===== src/source/accel_tile_macros.svh =====
`ifndef ACCEL_TILE_MACROS_SVH
`define ACCEL_TILE_MACROS_SVH

// ==========================================================
// data memory
// ==========================================================
`define ACCEL_DMEM_WORDS 256                 // 32-bit words
`define ACCEL_DMEM_AW    8                   // index bits into dmem

// ==========================================================
// accelerator farm
// ==========================================================
`define ACCEL_MUL_NUM    4                   // one int8 lane per operand byte
`define ACCEL_LANE_W     8                   // int8 lane
`define ACCEL_PROD_W     16                  // int8 x int8 product

// address map, byte address bit 15 picks the cr space
`define ACCEL_CR_BASE    16'h8000
`define ACCEL_CR_OFF_W   3                   // cr word offset bits
`define ACCEL_CR_OPA     3'd0                // operand a
`define ACCEL_CR_OPB     3'd1                // operand b
`define ACCEL_CR_MULLO   3'd2                // lanes 1:0 products
`define ACCEL_CR_MULHI   3'd3                // lanes 3:2 products
`define ACCEL_CR_ACC     3'd4                // mac accumulator
`define ACCEL_CR_STEP    3'd5                // write to run one mac step

// ==========================================================
// fabric fields
// ==========================================================
`define ACCEL_COORD_W    4                   // x or y coordinate
`define ACCEL_ADDR_W     16                  // byte address
`define ACCEL_WADDR_W    (`ACCEL_ADDR_W - 2) // word address
`define ACCEL_DATA_W     32

`endif

===== src/source/accelTilePkg.sv =====
`default_nettype none
`include "accel_tile_macros.svh"

package accelTilePkg;

   // ==========================================================
   // fabric types
   // ==========================================================
   typedef struct packed {
      logic [`ACCEL_COORD_W-1:0] y;          // mesh row
      logic [`ACCEL_COORD_W-1:0] x;          // mesh column
   } tTileId;

   typedef enum logic [1:0] {
      opWrite   = 2'd0,                      // posted write
      opRead    = 2'd1,                      // read request
      opReadRsp = 2'd2                       // read response
   } tFabOpcode;

   typedef struct packed {
      tFabOpcode                opcode;
      tTileId                   destId;      // target tile
      tTileId                   srcId;       // requesting tile
      logic [`ACCEL_ADDR_W-1:0] addr;        // byte address
      logic [`ACCEL_DATA_W-1:0] data;
   } tTileTrans;

   // ==========================================================
   // accelerator types
   // ==========================================================
   typedef logic signed [`ACCEL_LANE_W-1:0] tInt8;   // signed so lane selects stay signed
   typedef logic signed [`ACCEL_PROD_W-1:0] tInt16;  // one lane product

   // one operand word, seen whole or as int8 lanes
   typedef union packed {
      logic signed [`ACCEL_DATA_W-1:0] word;          // accumulator view
      tInt8 [`ACCEL_MUL_NUM-1:0]       lane;          // multiplier view
   } tAccelOperand;

   typedef struct packed {
      logic                       wrEn;
      logic                       rdEn;
      logic [`ACCEL_CR_OFF_W-1:0] crOffset;           // cr word offset
      tAccelOperand               wrData;
   } tAccelFarmInput;

   typedef struct packed {
      tAccelOperand rdData;                           // valid the cycle after rdEn
   } tAccelFarmOutput;

   // port to memory wrapper, whole words only
   typedef struct packed {
      logic                        wrEn;
      logic                        rdEn;
      logic [`ACCEL_WADDR_W-1:0]   wordAddr;
      tAccelOperand                wrData;
   } tMemReq;

endpackage

`default_nettype wire


===== src/source/accelFarm.sv =====
`timescale 1ns/100ps
`default_nettype none
`include "accel_tile_macros.svh"

module accelFarm (
   input  wire logic                          Clock,
   input  wire logic                          reset,
   input  var  accelTilePkg::tAccelFarmInput  accelFarmInput,
   output accelTilePkg::tAccelFarmOutput      accelFarmOutput
);

   accelTilePkg::tAccelOperand     opA;
   accelTilePkg::tAccelOperand     opB;
   accelTilePkg::tAccelOperand     opANext;
   accelTilePkg::tAccelOperand     opBNext;
   accelTilePkg::tInt16            prodNext [`ACCEL_MUL_NUM];
   accelTilePkg::tInt16            prodQ [`ACCEL_MUL_NUM];   // registered lane products
   logic signed [`ACCEL_DATA_W-1:0] acc;                     // neuron accumulator
   logic signed [`ACCEL_DATA_W-1:0] dotSum;
   logic                           wrAcc;
   logic                           wrStep;

   assign wrAcc  = accelFarmInput.wrEn & (accelFarmInput.crOffset == `ACCEL_CR_ACC);
   assign wrStep = accelFarmInput.wrEn & (accelFarmInput.crOffset == `ACCEL_CR_STEP);

   // ==========================================================
   // operands and int8 lanes
   // ==========================================================
   always_comb begin
      opANext = opA;
      opBNext = opB;
      if (accelFarmInput.wrEn && accelFarmInput.crOffset == `ACCEL_CR_OPA) begin
         opANext = accelFarmInput.wrData;
      end
      if (accelFarmInput.wrEn && accelFarmInput.crOffset == `ACCEL_CR_OPB) begin
         opBNext = accelFarmInput.wrData;
      end
   end

   // products track the operands at the same edge
   always_comb begin
      for (int i = 0; i < `ACCEL_MUL_NUM; i++) begin
         prodNext[i] = opANext.lane[i] * opBNext.lane[i];   // signed int8 x int8
      end
   end

   always_comb begin
      dotSum = '0;
      for (int i = 0; i < `ACCEL_MUL_NUM; i++) begin
         dotSum = dotSum + prodQ[i];                        // sign extended, wraps
      end
   end

   always_ff @(posedge Clock) begin
      if (reset) begin
         opA   <= '0;
         opB   <= '0;
         prodQ <= '{default: '0};
         acc   <= '0;
      end else begin
         opA   <= opANext;
         opB   <= opBNext;
         prodQ <= prodNext;
         if (wrAcc) begin
            acc <= accelFarmInput.wrData.word;              // load
         end else if (wrStep) begin
            acc <= acc + dotSum;                            // one mac step
         end
      end
   end

   // ==========================================================
   // register read, one cycle
   // ==========================================================
   always_ff @(posedge Clock) begin
      if (accelFarmInput.rdEn) begin
         case (accelFarmInput.crOffset)
            `ACCEL_CR_OPA:   accelFarmOutput.rdData <= opA;
            `ACCEL_CR_OPB:   accelFarmOutput.rdData <= opB;
            `ACCEL_CR_MULLO: accelFarmOutput.rdData.word <= {prodQ[1], prodQ[0]};
            `ACCEL_CR_MULHI: accelFarmOutput.rdData.word <= {prodQ[3], prodQ[2]};
            `ACCEL_CR_ACC:   accelFarmOutput.rdData.word <= acc;
            default:         accelFarmOutput.rdData <= '0;  // step is write only
         endcase
      end
   end

endmodule

`default_nettype wire


===== config.mk =====
export PLATFORM = sky130hd
export DESIGN_NAME = accelFarm
export DESIGN_NICKNAME = d
export VERILOG_FILES = /design/src/source/accelTilePkg.sv /design/src/source/accelFarm.sv
export VERILOG_INCLUDE_DIRS = /design/src /design/src/source
export SDC_FILE = /design/constraint.sdc
export NUM_CORES = 1
export LEC_CHECK = 0
export ABC_AREA = 1
export BUFFER_PORTS_ARGS = -buffer_cell sky130_fd_sc_hd__clkbuf_2
export CORE_MARGIN = 2
export CORE_UTILIZATION = 60
export DETAILED_ROUTE_END_ITERATION = 12
export GPL_TIMING_DRIVEN = 0
export PLACE_DENSITY = 0.76
export SYNTH_ARGS = -nofsm -noshare
export SYNTH_HDL_FRONTEND = slang
export SYNTH_SLANG_ARGS = --single-unit

===== constraint.sdc =====
create_clock -name Clock -period 6.32 [get_ports Clock]
set_input_delay 1.264 -clock Clock [delete_from_list [all_inputs] [get_ports Clock]]
set_output_delay 1.264 -clock Clock [all_outputs]
set_load 0.01 [all_outputs]

-- After elaboration in Yosys (flattened, before gate mapping)
Index checks and enable logic that the tools add are counted.
- input bits: 39
- register bits: 192
- memory bits (read-only): 0
- memories kept: 0
- word-level logic and storage cells: 32
- latch bits: 0
- memory bits (writable): 0
- output and inout port bits: 32
- multiply operators: 4
- bitwise operators: 2
- reduce and logical (&&, ||, !) cells: 4
- $add $sub $neg: 4
- shift-type cells: 0
- multiplexer cells: 5
- equality and inequality tests: 5
- $lt $le $gt $ge: 0
- div/mod/pow operators: 0
- operator list (kind ; count):
    32-bit one-hot mux with 5 select lines ; 1
    32-bit two-way mux ; 4
    8-bit by 8-bit multiplier with 16-bit output ; 4
    32-bit by 19-bit adder with 32-bit output ; 1
    18-bit by 16-bit adder with 19-bit output ; 1
    17-bit by 16-bit adder with 18-bit output ; 1
    16-bit by 16-bit adder with 17-bit output ; 1
    3-bit by 2-bit equality test with 1-bit output, second input constant ; 2
    3-bit equality test, second input constant ; 2
    3-bit by 1-bit equality test with 1-bit output, second input constant ; 1
    3-bit zero test ; 1
    1-bit bitwise AND ; 2
    1-bit logical AND ; 2
    2-bit nonzero test ; 1

-- Depth between registers and ports, before layout
Gate-level depths: netlist of the first run.
- depth after elaboration: 6
- depth in mapped cells: 24
- gate-level depth less buffers: 23

-- Worst setup path after synthesis of the first run
No wires, ideal clock.
- kind: input -> register
- from: input port accelFarmInput[34] (netlist bit)
- to: register prodQ[44] (netlist bit)
- setup time: 122 ps
- setup slack: 513 ps
- required time: 6198 ps
- path buffers: 3
- stages on the path: 22
- arrival: 5685 ps
- path through: buf_2 nor3_4 nand2_2 buf_6 buf_6 a21oi_4 nor2_1 fa_1 inv_1 fa_1 inv_1 fa_1 inv_1 fa_1 inv_1 ha_1 a21oi_1 o21ai_0 a21oi_1 o211ai_1 o21ai_0 a21oi_1
- longest elaborated chain between the ends: 4
- elaborated cells between the ends (all ways): 7
- classes of those cells: 1 x mul; 1 x eq/ne; 2 x mux; 3 x reduce/logical
- ends and longest elaborated chain (element ; line ; source):
    from (decl) ; accelFarm.sv:8 ; input var accelTilePkg::tAccelFarmInput accelFarmInput,
    3-bit by 1-bit equality test with 1-bit output or 3-bit zero test (tied branches) ; n/a ;
    1-bit logical AND (no source line) ; n/a ;
    32-bit two-way mux, on equally long branches ; accelFarm.sv:35, accelFarm.sv:32 ;
    8-bit by 8-bit multiplier with 16-bit output * ; accelFarm.sv:43 ; prodNext[i] = opANext.lane[i] * opBNext.lane[i];
    to (signal assigned) ; accelFarm.sv:63 ; prodQ <= prodNext;
    to (decl) ; accelFarm.sv:17 ; accelTilePkg::tInt16 prodQ [`ACCEL_MUL_NUM];
Mark *: on every way between the ends. The rest lies on a longest branch, timed or not.
A chain may end at the register's enable or synchronous reset.

-- Worst setup path in the final report of the first run
- from: input port accelFarmInput[32] (netlist bit)
- to: register prodQ[29] (netlist bit)
Same word-level chain as after synthesis.

==> results of run 1 <==
==> metrics by stage <==
step           hold slack (ps)  power [mW]  util, %  cell area [sq um]
3_5_place_dp               464        1.93     63.3              21800
4_1_cts                    476        2.98     65.1              22400
2_1_floorplan              443        1.71        -              20900
6_report                   474        3.02     65.6              22600
5_1_grt                    498        3.11     65.6              22600
3_3_place_gp               462        1.91     63.3              21800
==> cells by family (layout without fill, tap and decap cells) <==
kind of cell / Yosys count / in the layout / share of synthesized area [%]
xor+xnor: 39 / 39 / 1.63
simple gates: 1051 / 1051 / 20.4
mux: 4 / 4 / 0.347
flops: 192 / 192 / 19.9
fa+ha+maj: 432 / 432 / 36.1
compound gates: 327 / 329 / 9.19
buf+inv: 685 / 801 / 12.4
==> worst reg2reg max path, stage by stage, from the launching register on <==
cell and delay [ps]:
dfxtp_1 400, nand2_1 90, o21ai_2 110, inv_1 170, or2_1 290, fa_1 480
fa_1 500, inv_1 50, fa_1 470, inv_1 60, fa_1 490, inv_1 50
ha_2 420, a21oi_1 140, o21ai_0 270, a21oi_1 110, o21bai_1 170, o21ai_0 90
a21oi_1 250
==> per-layer routing <==
layer	track usage (%)	vias to the layer above	wire length [microns]
met3	8.26	212	7730
met4	17.0	2	3310
met2	58.7	1116	29600
met1	51.9	9041	26000
met5	0	-	13
li1	-	8523	-
==> power groups by stage <==
stage | sequential [mW] | combinational [mW] | clock [mW]
after floorplan | 1.33 | 0.378 | 0
after global placement | 1.34 | 0.571 | 0
after detailed placement | 1.34 | 0.586 | 0
after CTS | 1.31 | 0.594 | 1.07
after global routing | 1.32 | 0.678 | 1.11
final | 1.31 | 0.621 | 1.08
==> cell type report <==
cell class	instances	area, sq um
buffer	61	277
inverter	624	2340
tap	455	569
sequential	192	4160
clock inverter	9	75.1
fill	3014	11800
multi-input combinational	1855	14200
timing repair buffer	85	478
clock buffer	22	485
==> cells in the final DEF, fill, tap and decap left out, drive strengths merged <==
| cell type | n |
|---|---|
| xor2 | 23 |
| dfxtp | 160 |
| a211oi | 5 |
| a21o | 8 |
| a221oi | 2 |
| clkbuf | 141 |
| nand4 | 41 |
| fa | 285 |
| clkinv | 6 |
| a21oi | 162 |
| nand2 | 506 |
| o2111ai | 3 |
| mux2i | 4 |
| and3 | 1 |
| nand3 | 107 |
| inv | 627 |
| o21ai | 141 |
| xnor2 | 16 |
| ha | 147 |
| nand3b | 1 |
| nor3 | 14 |
| buf | 27 |
| edfxtp | 32 |
| o211ai | 1 |
| nor2 | 369 |
| o21bai | 6 |
| or2 | 7 |
| and2 | 5 |
| a31oi | 1 |
==> state kept, by name, summed over array words and instances (netlist names) <==
register / count
opB: 32
prodQ: 64
acc: 32
accelFarmOutput: 32
opA: 32
==> worst paths after layout <==
path                                    startpoint   endpoint  cells after the start
worst max register to register             opA[17]  prodQ[28]                     18
worst max-delay path            accelFarmInput[32]  prodQ[29]                     24
worst min register to register              acc[0]     acc[0]                      2
worst min-delay path                        acc[0]     acc[0]                      2
==> timing repair <==
action                                  4_1_cts  5_1_grt
gates cloned                                  0        2
buffers inserted                              3       13
resized for setup                             3       22
pin swaps                                     1        4
hold buffers                                  0        0
endpoints found under the setup margin        8       24
==> out/qor.csv, run 1 <==
metric,value,unit
design.core.area,34500,sq um
relSlewSlack,22.9,%
pwr-share-clk,35.9,%
synth_warnings,0,
grt_pass1_vias,18700,
arrival,6530,ps
slowest_stage,fa_1,
path_cells,clkbuf_2 > inv_2 > nor3_4 > nand2_2 > buf_8 > buf_8 > nor2_1 > a21oi_4 > buf_4 > nor2_1 > ha_1 > fa_1 > inv_1 > fa_1 > fa_1 > inv_1 > ha_1 > a21oi_1 > nand2_1 > a21oi_2 > nor2_1 > nor2_1 > o21ai_0 > a21oi_1,
antennaDiodeCount,0,
p_int,2.02,mW
crit_type,in2reg,
setup_ws,144,ps
crit_top_cell,nor2_1,
synth_area,20900,sq um
fin_crit_sh,97.7,%
p_per_area,133,nW/um^2
viasPerCell,5.72,
die_area,36400,sq um
dp_slack,-575,ps
die_w,191,microns
synth_ff_type,dfxtp_1,
start_util,60.7,%
maxCapViolations,0,
track_usage,38.1,%
yosysSeqAreaShare,19.9,%
yosys-top-cells-area,"fa_1 (27%), dfxtp_1 (15%), inv_1 (11%)",
synth.distinct_cells,42,
syn-num-nets,3201,
fin_crit,6180,ps
ios,71,
p_leak,11.2,nW
status,completed,
numCtsBuffers,17,
drt_iter0_drc,2281,
cts.sinks,192,
rrSetupSlack,1620,ps
dpl.hpwl,54.8,mm
p_switching,993,uW
switching_share,32.9,%
drc,0,
path_buf_inv,7,
crit_family,adder cells,
gp_congestion,1.08,
overflow,0,
postRouteAntennaNets,0,
area_delta_synth_final,8.18,%
fin_worst_skew,21.2,ps
vdd_drop_max,0.208,mV
wl_per_cell,20.2,microns
critPathRequiredTime,6670,ps
antenna_found_initial,1,
stdcell_count,3303,
place_inst,3254,
cts_root_buf,clkbuf_16,
slowest_delay,510,ps
postSynthCellCount,2730,
nets,3307,
clk_latency,470,ps
clkTransAtPathRegs,70,ps
rows,68,
p_comb_share,20.6,%
grt_pass1_wl,104,mm
hp-class,reg2reg,
tritoncts,built,
async_flop_share,0,%
ys_top_cells_by_count,"inv_1 (606), nand2_1 (504), nor2_1 (368), fa_1 (285), dfxtp_1 (160)",
ctsHtreeMaxLevel,4,
tns,0,ps
yosys.area.top_type,fa_1,
synth_edf_count,32,
start_kind,primary input,
drv_slew,0,
drt_wl_total,66.6,mm
finalHoldViolations,0,
num_vias,18900,
ys_seq_elements,192,
worst_pin_slew,1150,ps
finalSetupViolations,0,
io_buffers,69,
die_h,191,microns
drive_above_1_share,7.48,%
ctsLongestPathBuffers,2,
seqPwrFrac,43.6,%
maxClockFrequency,162,MHz
synth_area_per_cell,7.66,sq um
path_max_fanout,12,
critPathCaptureType,register,
yosysMostFrequentCell,inv_1,
yosys.area.top_type_share,27.3,%
drtPass1Iterations,7,
grt_max_degree,33,
(Power assumes the default switching activity.)
==> run 2: changes to the inputs <==
- RECOVER_POWER: not set -> 100
==> run 2 against run 1 <==
Effect of this change:
- sequential power about the same
- global-route usage did not move
- via count grew 0.17%
- hold slack got worse by 1.3 ps
- count of clock-buffer cells in the layout is the same
- final area down 0.19%
- critical path depth stayed put
- power hardly changed
- cell count is the same
- largest cell class unchanged
- fmax fell by 0.19%
- sequential cell count did not move
- critical endpoint unchanged
- the flow now finishes with violations (capacitance limit, slew limit)
==> out/qor.csv, run 2 (same netlist as run 1, synthesis figures left out) <==
metric,value,unit,change
status,"finished, violations left",,
violations,"capacitance limit, slew limit",,
tritoncts,built,,
cts.sinks,192,,unchanged
min_delay_path_depth,2,,unchanged
ios,71,,unchanged
track_usage,38.1,%,unchanged
num_vias,18900,,+0.17%
rrSetupSlack,1620,ps,about the same
drc,0,,unchanged
fillerInstances,3027,,+0.43%
p_per_area,134,nW/um^2,+0.13%
gp_congestion,1.08,,unchanged
maxClockFrequency,162,MHz,-0.19%
ctsLongestPathBuffers,2,,unchanged
p_comb_share,20.5,%,about the same
arrival,6540,ps,about the same
fin_crit_sh,97.9,%,+0.18 points
area_delta_synth_final,7.98,%,
fin_crit,6190,ps,+11.6 ps
finalSetupViolations,0,,unchanged
hold_start,acc[0],,
place_inst,3254,,unchanged
r2r_cells,18,,unchanged
critPathCaptureType,register,,
clkTransAtPathRegs,70,ps,about the same
start_kind,primary input,,
nets,3307,,unchanged
finalHoldViolations,0,,unchanged
grt_pass1_wl,104,mm,unchanged
grt_max_degree,33,,unchanged
numCtsBuffers,17,,unchanged
wl_per_cell,20.2,microns,about the same
die_area,36400,sq um,unchanged
vdd_drop_max,0.206,mV,-0.99%
hold_ws,473,ps,-1.33 ps
min_to,acc[0],,
drtPass1Iterations,8,,+1
drt_wl_total,66.6,mm,about the same
seqPwrFrac,43.6,%,about the same
r2r_start,opA[17],,
power,3.02,mW,about the same
crit_type,in2reg,,
hp-class,reg2reg,,
critPathRequiredTime,6670,ps,about the same
design.core.area,34500,sq um,unchanged
dpl.hpwl,54.8,mm,unchanged
dp_slack,-575,ps,unchanged
drv_slew,33,,+33
cts_root_buf,clkbuf_16,,
io_buffers,69,,unchanged
antenna_found_initial,1,,unchanged
antennaDiodeCount,0,,unchanged
pwr-share-clk,35.9,%,about the same
drive_above_1_share,6.29,%,-1.2 points
worst_pin_slew,2400,ps,+1250 ps
largest_reg_flops,64,,unchanged
clk_latency,470,ps,about the same
top_register,prodQ,,
viasPerCell,5.73,,+0.17%
overflow,0,,unchanged
p_leak,11.1,nW,-0.95%
final_common_cell,inv_1,,
postRouteAntennaNets,0,,unchanged
relSlewSlack,-59.9,%,-83 points
die_w,191,microns,unchanged
final_cell_mix,"inv_1 (605), nand2_1 (504), nor2_1 (368)",,
ctsHtreeMaxLevel,4,,unchanged
drt_iter0_drc,2355,,+3.2%
stdcell_count,3303,,unchanged
p_switching,993,uW,about the same
rows,68,,unchanged
start_util,60.7,%,unchanged
fin_worst_skew,17.7,ps,-3.46 ps
path_max_fanout,12,,unchanged
setup_ws,132,ps,-11.6 ps
p_int,2.02,mW,about the same
maxCapViolations,1,,+1
worstReg2RegEnd,prodQ[28],,
grt_pass1_vias,18700,,unchanged
switching_share,32.9,%,about the same
die_h,191,microns,unchanged
==> run 2: layout make-up <==
cell class / count / area, sq um / area share (%)
multi-input combinational: 1855 / 14200 / 63.0
sequential: 192 / 4160 / 18.4
inverter: 624 / 2340 / 10.4
tap: 455 / 569 / 2.52
clock buffer: 22 / 485 / 2.15
timing repair buffer: 85 / 435 / 1.93
buffer: 61 / 277 / 1.22
clock inverter: 9 / 75.1 / 0.333
==> run 2: how the worst max path moves through the flow <==
stage,startpoint,endpoint,depth (start not counted)
finish,accelFarmInput[32],prodQ[29],24
global route,accelFarmInput[32],prodQ[28],24
CTS,accelFarmInput[34],prodQ[28],23
detailed placement,accelFarmInput[32],prodQ[29],22
global placement,accelFarmInput[32],prodQ[29],24
floorplan,accelFarmInput[34],prodQ[44],22
==> run 2: critical path: stages <==
cell and delay, ps:
clkbuf_2 130, inv_2 210, nor3_4 70, nand2_2 200, buf_8 250, buf_8 240
nor2_1 100, a21oi_4 260, buf_4 210, nor2_1 50, ha_1 310, fa_1 510
inv_1 50, fa_1 500, fa_1 490, inv_1 50, ha_1 400, a21oi_1 220
nand2_1 240, a21oi_2 240, nor2_1 60, nor2_1 110, o21ai_0 80, a21oi_1 270
==> run 2: power groups by stage <==
stage | sequential (mW) | combinational [mW] | clock [mW]
finish | 1.31 | 0.619 | 1.08
CTS | 1.31 | 0.594 | 1.07
detailed placement | 1.34 | 0.586 | 0
floorplan | 1.33 | 0.378 | 0
global route | 1.32 | 0.676 | 1.11
global placement | 1.34 | 0.571 | 0
==> run 2: per-stage QoR <==
stage                     TNS (ps)  instance area (sq um)  utilization, %
final                            0                  22600            65.5
after global routing         -74.6                  22600            65.5
after CTS                        0                  22400            65.1
after detailed placement     -9380                  21800            63.3
after global placement       -6430                  21800            63.3
after floorplan                  0                  20900               -
==> run 2: what timing repair did <==
item	CTS	global route
pin swaps	1	4
setup endpoints to repair	8	24
buffers inserted	3	13
hold buffers	0	0
resized for setup	3	22
hold endpoints to repair	0	0
cloned	0	2
==> run 2: per-layer routing <==
metal / share of wire, % / vias up / track usage (%)
li1: - / 8521 / -
met1: 39 / 9019 / 51.9
met2: 44 / 1154 / 58.7
met3: 11 / 230 / 8.26
met4: 5.2 / 2 / 17.0
met5: 0.020 / - / 0
